[config.mk]
export PLATFORM = sky130hd
export DESIGN_NAME = cache_axi_bridge
export DESIGN_NICKNAME = d
export VERILOG_FILES = /design/src/verilog/cache_axi_pkg.sv /design/src/verilog/axi_read_arbiter.sv /design/src/verilog/axi_write_channel.sv /design/src/verilog/cache_axi_bridge.sv
export SDC_FILE = /design/constraint.sdc
export NUM_CORES = 1
export LEC_CHECK = 0
export BUFFER_PORTS_ARGS = -buffer_cell sky130_fd_sc_hd__buf_2
export CAP_MARGIN = 20
export CORE_AREA = 2 2 353 355
export CTS_BUF_LIST = sky130_fd_sc_hd__clkbuf_4 sky130_fd_sc_hd__clkbuf_8
export DETAILED_ROUTE_END_ITERATION = 10
export DIE_AREA = 0 0 355 357
export PLACE_DENSITY = 0.38
export SYNTH_ARGS = -nofsm -noshare
export SYNTH_HDL_FRONTEND = slang
export SYNTH_SLANG_ARGS = --single-unit
[constraint.sdc]
create_clock -name clk -period 5 [get_ports clk]
set_input_delay 0.75 -clock clk [delete_from_list [all_inputs] [get_ports clk]]
set_output_delay 0.75 -clock clk [all_outputs]
set_load 0.1 [all_outputs]
[src/verilog/cache_axi_pkg.sv]
`default_nettype none

package cache_axi_pkg;

    localparam int ADDR_W = 32;
    localparam int LINE_W = 128;
    localparam int STRB_W = LINE_W / 8;  // One strobe per byte
    localparam int ID_W   = 4;
    localparam int LEN_W  = 8;

    typedef logic [ADDR_W-1:0] addr_t;
    typedef logic [LINE_W-1:0] line_t;
    typedef logic [STRB_W-1:0] strb_t;
    typedef logic [2:0]        size_t;   // log2 of byte count, as AXI size
    typedef logic [1:0]        burst_t;
    typedef logic [LEN_W-1:0]  len_t;
    typedef logic [1:0]        resp_t;
    typedef logic [ID_W-1:0]   axi_id_t;

    localparam size_t   SIZE_LINE    = 3'd4;   // 16 bytes
    localparam burst_t  BURST_INCR   = 2'b01;
    localparam len_t    LEN_ONE      = 8'd0;   // Single beat
    localparam axi_id_t ICACHE_ID    = 4'd0;
    localparam axi_id_t DCACHE_ID    = 4'd1;
    localparam axi_id_t DCACHE_WR_ID = 4'd1;

    // Client side payloads
    typedef struct packed {
        addr_t addr;
        size_t size;
    } rd_req_t;

    typedef struct packed {
        addr_t addr;
        strb_t strb;
        line_t data;
    } wr_req_t;

    // AXI channels
    typedef struct packed {
        axi_id_t id;
        addr_t   addr;
        len_t    len;
        size_t   size;
        burst_t  burst;
    } axi_ar_t;

    typedef struct packed {
        axi_id_t id;
        line_t   data;
        resp_t   resp;
        logic    last;
    } axi_r_t;

    typedef struct packed {
        axi_id_t id;
        addr_t   addr;
        len_t    len;
        size_t   size;
        burst_t  burst;
    } axi_aw_t;

    typedef struct packed {
        line_t data;
        strb_t strb;
        logic  last;
    } axi_w_t;

    typedef struct packed {
        axi_id_t id;
        resp_t   resp;
    } axi_b_t;

endpackage

`default_nettype wire

[src/verilog/axi_read_arbiter.sv]
`timescale 1ns/100ps
`default_nettype none

module axi_read_arbiter
    import cache_axi_pkg::*;
(
    input  logic    clk,
    input  logic    rst_n_i,

    // Instruction cache
    input  logic    icache_req_valid_i,
    input  addr_t   icache_req_addr_i,
    output logic    icache_req_ready_o,
    output logic    icache_resp_valid_o,
    output line_t   icache_resp_data_o,
    input  logic    icache_resp_ready_i,

    // Data cache
    input  logic    dcache_req_valid_i,
    input  rd_req_t dcache_req_i,
    output logic    dcache_req_ready_o,
    output logic    dcache_resp_valid_o,
    output line_t   dcache_resp_data_o,
    input  logic    dcache_resp_ready_i,

    input  logic    wr_busy_i,       // Write side still waiting on B

    // AXI read address
    output axi_ar_t ar_o,
    output logic    arvalid_o,
    input  logic    arready_i,

    // AXI read data
    input  axi_r_t  r_i,
    input  logic    rvalid_i,
    output logic    rready_o
);

    typedef enum logic {
        AR_IDLE,
        AR_SEND
    } ar_state_e;

    ar_state_e state_q;
    axi_ar_t   ar_q;
    logic      ic_pend_q;            // ICache read in flight
    logic      dc_pend_q;            // DCache read in flight
    logic      ar_idle;
    logic      dc_take;
    logic      ic_take;
    logic      r_is_ic;
    logic      r_is_dc;
    logic      ic_done;
    logic      dc_done;

    assign ar_idle = (state_q == AR_IDLE);

    // Data reads are held while a write is open, keeps read-after-write order
    assign dcache_req_ready_o = ar_idle && !dc_pend_q && !wr_busy_i;
    assign dc_take            = dcache_req_valid_i && dcache_req_ready_o;

    // DCache wins a tie
    assign icache_req_ready_o = ar_idle && !ic_pend_q && !dc_take;
    assign ic_take            = icache_req_valid_i && icache_req_ready_o;

    always_ff @(posedge clk) begin
        if (!rst_n_i) begin
            state_q <= AR_IDLE;
        end else begin
            case (state_q)
                AR_IDLE: begin
                    if (dc_take || ic_take) begin
                        state_q <= AR_SEND;
                    end
                end
                AR_SEND: begin
                    if (arready_i) begin
                        state_q <= AR_IDLE;
                    end
                end
                default: state_q <= AR_IDLE;
            endcase
        end
    end

    // Latch the winner into the AR beat
    always_ff @(posedge clk) begin
        if (dc_take) begin
            ar_q <= '{id:    DCACHE_ID,
                      addr:  dcache_req_i.addr,
                      len:   LEN_ONE,
                      size:  dcache_req_i.size,
                      burst: BURST_INCR};
        end else if (ic_take) begin
            ar_q <= '{id:    ICACHE_ID,
                      addr:  icache_req_addr_i,
                      len:   LEN_ONE,
                      size:  SIZE_LINE,       // Always a full line
                      burst: BURST_INCR};
        end
    end

    assign ar_o      = ar_q;
    assign arvalid_o = (state_q == AR_SEND);

    // One read per ID in flight
    always_ff @(posedge clk) begin
        if (!rst_n_i) begin
            ic_pend_q <= 1'b0;
            dc_pend_q <= 1'b0;
        end else begin
            if (ic_take) begin
                ic_pend_q <= 1'b1;
            end else if (ic_done) begin
                ic_pend_q <= 1'b0;
            end
            if (dc_take) begin
                dc_pend_q <= 1'b1;
            end else if (dc_done) begin
                dc_pend_q <= 1'b0;
            end
        end
    end

    // Responses steered by R id, may arrive in either order
    assign r_is_ic = (r_i.id == ICACHE_ID);
    assign r_is_dc = (r_i.id == DCACHE_ID);

    assign icache_resp_valid_o = rvalid_i && r_is_ic;
    assign icache_resp_data_o  = r_i.data;
    assign dcache_resp_valid_o = rvalid_i && r_is_dc;
    assign dcache_resp_data_o  = r_i.data;   // Client picks its bytes

    // Client back-pressure stalls R
    assign rready_o = (r_is_ic && icache_resp_ready_i) || (r_is_dc && dcache_resp_ready_i);

    assign ic_done = icache_resp_valid_o && icache_resp_ready_i;
    assign dc_done = dcache_resp_valid_o && dcache_resp_ready_i;

endmodule

`default_nettype wire

[src/verilog/axi_write_channel.sv]
`timescale 1ns/100ps
`default_nettype none

module axi_write_channel
    import cache_axi_pkg::*;
(
    input  logic    clk,
    input  logic    rst_n_i,

    // Data cache line write
    input  logic    dcache_wr_valid_i,
    input  wr_req_t dcache_wr_i,
    output logic    dcache_wr_ready_o,

    output logic    wr_busy_o,          // To read side

    // AXI write address
    output axi_aw_t aw_o,
    output logic    awvalid_o,
    input  logic    awready_i,

    // AXI write data
    output axi_w_t  w_o,
    output logic    wvalid_o,
    input  logic    wready_i,

    // AXI write response
    input  axi_b_t  b_i,
    input  logic    bvalid_i,
    output logic    bready_o
);

    typedef enum logic [1:0] {
        WR_IDLE,
        WR_SEND,
        WR_RESP
    } wr_state_e;

    wr_state_e state_q;
    axi_aw_t   aw_q;
    axi_w_t    w_q;
    logic      aw_done_q;
    logic      w_done_q;
    logic      wr_take;
    logic      aw_fin;
    logic      w_fin;
    logic      b_hs;

    assign dcache_wr_ready_o = (state_q == WR_IDLE);
    assign wr_take           = dcache_wr_valid_i && dcache_wr_ready_o;

    // Busy from acceptance through the B handshake cycle
    assign wr_busy_o = (state_q != WR_IDLE) || wr_take;

    // AW and W complete independently
    assign awvalid_o = (state_q == WR_SEND) && !aw_done_q;
    assign wvalid_o  = (state_q == WR_SEND) && !w_done_q;
    assign aw_fin    = aw_done_q || (awvalid_o && awready_i);
    assign w_fin     = w_done_q || (wvalid_o && wready_i);

    assign bready_o = (state_q == WR_RESP);
    // Stray IDs are dropped
    assign b_hs     = bvalid_i && bready_o && (b_i.id == DCACHE_WR_ID);

    always_ff @(posedge clk) begin
        if (!rst_n_i) begin
            state_q   <= WR_IDLE;
            aw_done_q <= 1'b0;
            w_done_q  <= 1'b0;
        end else begin
            case (state_q)
                WR_IDLE: begin
                    aw_done_q <= 1'b0;
                    w_done_q  <= 1'b0;
                    if (wr_take) begin
                        state_q <= WR_SEND;
                    end
                end
                WR_SEND: begin
                    aw_done_q <= aw_fin;
                    w_done_q  <= w_fin;
                    if (aw_fin && w_fin) begin
                        state_q <= WR_RESP;   // Both sent, wait for B
                    end
                end
                WR_RESP: begin
                    if (b_hs) begin
                        state_q <= WR_IDLE;
                    end
                end
                default: state_q <= WR_IDLE;
            endcase
        end
    end

    always_ff @(posedge clk) begin
        if (wr_take) begin
            aw_q <= '{id:    DCACHE_WR_ID,
                      addr:  dcache_wr_i.addr,
                      len:   LEN_ONE,
                      size:  SIZE_LINE,
                      burst: BURST_INCR};
            w_q  <= '{data: dcache_wr_i.data,
                      strb: dcache_wr_i.strb,
                      last: 1'b1};
        end
    end

    assign aw_o = aw_q;
    assign w_o  = w_q;

endmodule

`default_nettype wire

[src/verilog/cache_axi_bridge.sv]
`timescale 1ns/100ps
`default_nettype none

module cache_axi_bridge
    import cache_axi_pkg::*;
(
    input  logic    clk,
    input  logic    rst_n_i,

    // Instruction cache read
    input  logic    icache_req_valid_i,
    input  addr_t   icache_req_addr_i,
    output logic    icache_req_ready_o,
    output logic    icache_resp_valid_o,
    output line_t   icache_resp_data_o,
    input  logic    icache_resp_ready_i,

    // Data cache read
    input  logic    dcache_req_valid_i,
    input  rd_req_t dcache_req_i,
    output logic    dcache_req_ready_o,
    output logic    dcache_resp_valid_o,
    output line_t   dcache_resp_data_o,
    input  logic    dcache_resp_ready_i,

    // Data cache write
    input  logic    dcache_wr_valid_i,
    input  wr_req_t dcache_wr_i,
    output logic    dcache_wr_ready_o,

    // AXI master port
    output axi_ar_t ar_o,
    output logic    arvalid_o,
    input  logic    arready_i,
    input  axi_r_t  r_i,
    input  logic    rvalid_i,
    output logic    rready_o,
    output axi_aw_t aw_o,
    output logic    awvalid_o,
    input  logic    awready_i,
    output axi_w_t  w_o,
    output logic    wvalid_o,
    input  logic    wready_i,
    input  axi_b_t  b_i,
    input  logic    bvalid_i,
    output logic    bready_o
);

    logic wr_busy;   // Holds data reads behind an open write

    axi_read_arbiter u_read_arbiter (
        .clk                 (clk),
        .rst_n_i             (rst_n_i),
        .icache_req_valid_i  (icache_req_valid_i),
        .icache_req_addr_i   (icache_req_addr_i),
        .icache_req_ready_o  (icache_req_ready_o),
        .icache_resp_valid_o (icache_resp_valid_o),
        .icache_resp_data_o  (icache_resp_data_o),
        .icache_resp_ready_i (icache_resp_ready_i),
        .dcache_req_valid_i  (dcache_req_valid_i),
        .dcache_req_i        (dcache_req_i),
        .dcache_req_ready_o  (dcache_req_ready_o),
        .dcache_resp_valid_o (dcache_resp_valid_o),
        .dcache_resp_data_o  (dcache_resp_data_o),
        .dcache_resp_ready_i (dcache_resp_ready_i),
        .wr_busy_i           (wr_busy),
        .ar_o                (ar_o),
        .arvalid_o           (arvalid_o),
        .arready_i           (arready_i),
        .r_i                 (r_i),
        .rvalid_i            (rvalid_i),
        .rready_o            (rready_o)
    );

    axi_write_channel u_write_channel (
        .clk               (clk),
        .rst_n_i           (rst_n_i),
        .dcache_wr_valid_i (dcache_wr_valid_i),
        .dcache_wr_i       (dcache_wr_i),
        .dcache_wr_ready_o (dcache_wr_ready_o),
        .wr_busy_o         (wr_busy),
        .aw_o              (aw_o),
        .awvalid_o         (awvalid_o),
        .awready_i         (awready_i),
        .w_o               (w_o),
        .wvalid_o          (wvalid_o),
        .wready_i          (wready_i),
        .b_i               (b_i),
        .bvalid_i          (bvalid_i),
        .bready_o          (bready_o)
    );

endmodule

`default_nettype wire

==> reports/results.ini <==
[status]
status=finished, final reports clean

[setup_path]
cpLargestDelayFamily=simple AND/OR/NAND/NOR gates
worst_path_max_delay_cell=buf_2
arrival_ns=2.04
setup.worst_path.start_class=flop
r2r_cells=3
endpoint_kind=output port
critPathBufInv=1
r2r_end=u_read_arbiter.ar_o[16]
required_ns=4.25
critPathMaxStageDelay_ns=0.47
crit_chain=nor2_2 -> and3_1 -> nor3_1 -> buf_2
worstSetupPathType=reg -> out
cp_max_fo=6
r2r_setup_slack_ns=2.48
reg2reg_from=u_write_channel.state_q[1]

[clock_network]
cts_buffers=44
clockRootBuffer=clkbuf_8
clock-sinks=219
cts_tree=done
post_cts_buffers=0
cts_max_level=2
cts_buffer_depth=3
cts_hold_buf=0
path_clk_slew_ns=0.06
cts_resized=0
insertion_delay_ns=0.65

[pwr]
p_per_area_nw_per_um2=459
power_leakage_nw=5.03
vdd_drop_max_uv=192

[grt]
grt_util_all_layers_pct=5.42
grt_pass1_wl_mm=46.1
grt_max_degree=94
overflow=0
grt_pass1_vias=5868
grt_antenna_before_repair=22

[place]
place_ws_ns=1.88
port_buffers=484
dp_cells=2454
gp_congestion=0.848
hpwl_mm=29.8

[floorplan]
core_area_um2=123000
die_w_um=355
die-area_um2=127000
start_util_pct=7.69
die_h_um=357
pin_count=905
rows=129

[route]
drtIter0Drc=267
vias_per_cell=2.17
vias=5505
post_drt_wl_per_cell_um=14.4
drc=0
dr.pass1.iters=4
postRouteAntennaNets=0
totalWireLength_mm=36.7

[timing]
hold_violations=0
setup_tns_ns=0
period_minus_slack_ns=2.79
rsz0062_at_grt=no
relSlewSlack_pct=41.7
setup_ws_ns=2.21
clock_skew_ns=0.0307
whs_ns=0.265
finalCritPeriodShare_pct=55.7
maxSlewViolCount=0
fmax_mhz=359
worst_slew_pin_slew_ns=0.872
setup_viol=0

[finish]
fillCellCount=14200
area_growth_pct=36.3
drive_gt1_share_pct=66.9
nets=1259
stdcell_count=2542

[hold_path]
worstHoldStart=dcache_wr_i[80]
min-delay-path-class=in -> reg
min_to=u_write_channel.w_o[97]
holdPathStages=1

[synth]
synthArstFlopShare_pct=0
netlist_area_um2=9460
synth_seq_area_share_pct=68.7
synth-seq-cells=219
avgSynthCellArea_um2=16.0
ys.flop_type=edfxtp_1
synth_edf_count=211
ys_warn_count=0
synth.distinct_cells=33
syn_inst=592

[job]
cap_violations=0

worst register-to-register path: stages, from the launching register on:
cell and delay (ns):
dfxtp_1 0.35, nor2_2 0.32, nand3_4 0.55, nand2_2 0.90
metrics by stage:
step	power (mW)	util (%)	area, um2
final	5.91	10.5	12900
after global routing	6.19	10.5	12900
after CTS	6.11	10.5	12900
after detailed placement	3.86	9.67	11900
after global placement	3.86	9.67	11900
after floorplan	4.51	-	9570
layer usage:
metal	part of all wire (%)	GRT usage (%)	vias up
met1	32	4.88	2436
met5	0.35	0	-
met3	22	5.72	82
met2	42	7.72	649
li1	-	-	2318
met4	3.2	2.58	20
kinds of logic (layout without fill, tap and decap cells):
kind of cell,Yosys count,count (layout),synth area share (%)
and+or+nand+nor,34,34,2.09
buffers and inverters,293,570,23.3
muxes,32,32,4.92
DFF,219,219,68.7
other,2,38,0.0794
AOI/OAI and AO/OA,12,12,0.940
cell usage after synthesis, types with 2 or more instances:
| cell | n | area [um2] |
|---|---|---|
| buf_4 | 287 | 2150 |
| nand3_1 | 2 | 10.0 |
| nand2_1 | 7 | 26.3 |
| buf_6 | 3 | 33.8 |
| o311ai_0 | 2 | 17.5 |
| mux2_2 | 4 | 45.0 |
| edfxtp_1 | 211 | 6340 |
| dfxtp_1 | 8 | 160 |
| a21oi_1 | 2 | 10.0 |
| mux2_4 | 28 | 420 |
| inv_1 | 3 | 11.3 |
| and2_1 | 3 | 18.8 |
| o21ai_0 | 2 | 10.0 |
| nor2_1 | 9 | 33.8 |
| nor2b_1 | 2 | 12.5 |
| conb_1 | 2 | 7.51 |
registers in the layout (all words and copies together), names as in the netlist:
signal,count
u_write_channel.w_o,144
u_read_arbiter.dc_pend_q,1
u_read_arbiter.ic_pend_q,1
u_read_arbiter.arvalid_o,1
u_write_channel.w_done_q,1
u_write_channel.aw_done_q,1
u_write_channel.state_q,2
u_write_channel.aw_o,32
u_read_arbiter.ar_o,36
cell usage in the layout (no fill, tap or decap), types with 6 or more instances in the layout:
cell / instances
buf_2: 484
mux2_4: 28
clkbuf_4: 14
edfxtp_1: 211
clkinv_1: 8
diode_2: 7
nor2_1: 9
clkbuf_8: 46
nand2_1: 6
conb_1: 31
dfxtp_1: 8
how the worst max path moves through the flow:
stage	to	depth (start not counted)	slack, ns	start
after floorplan	rready_o	3	0.05	r_i[131]
after global placement	u_read_arbiter.ar_o[29]	4	1.96	dcache_wr_valid_i
after detailed placement	u_read_arbiter.ar_o[16]	4	1.88	dcache_wr_valid_i
after CTS	icache_req_ready_o	4	2.05	u_write_channel.state_q[0]
after global routing	icache_req_ready_o	4	1.99	u_write_channel.state_q[0]
final	icache_req_ready_o	4	2.21	u_write_channel.state_q[0]
area by class of cell:
type	instances	area, um2	area share [%]
diodes	7	17.5	0.136
clock buffers	60	738	5.73
clock inverters	21	235	1.83
inverters	3	11.3	0.0874
multi-input cells	109	875	6.79
flip-flops and latches	219	6500	50.4
well taps	1637	2050	15.9
repair buffers	486	2460	19.1
where the power goes:
group	switching (mW)	internal [mW]	leakage, nW	total, mW
clock	0.883	1.22	0.510	2.10
sequential	0.0509	2.20	2.08	2.25
combinational	1.34	0.213	2.44	1.55
No activity file was read; power rests on OpenSTA's default activity.
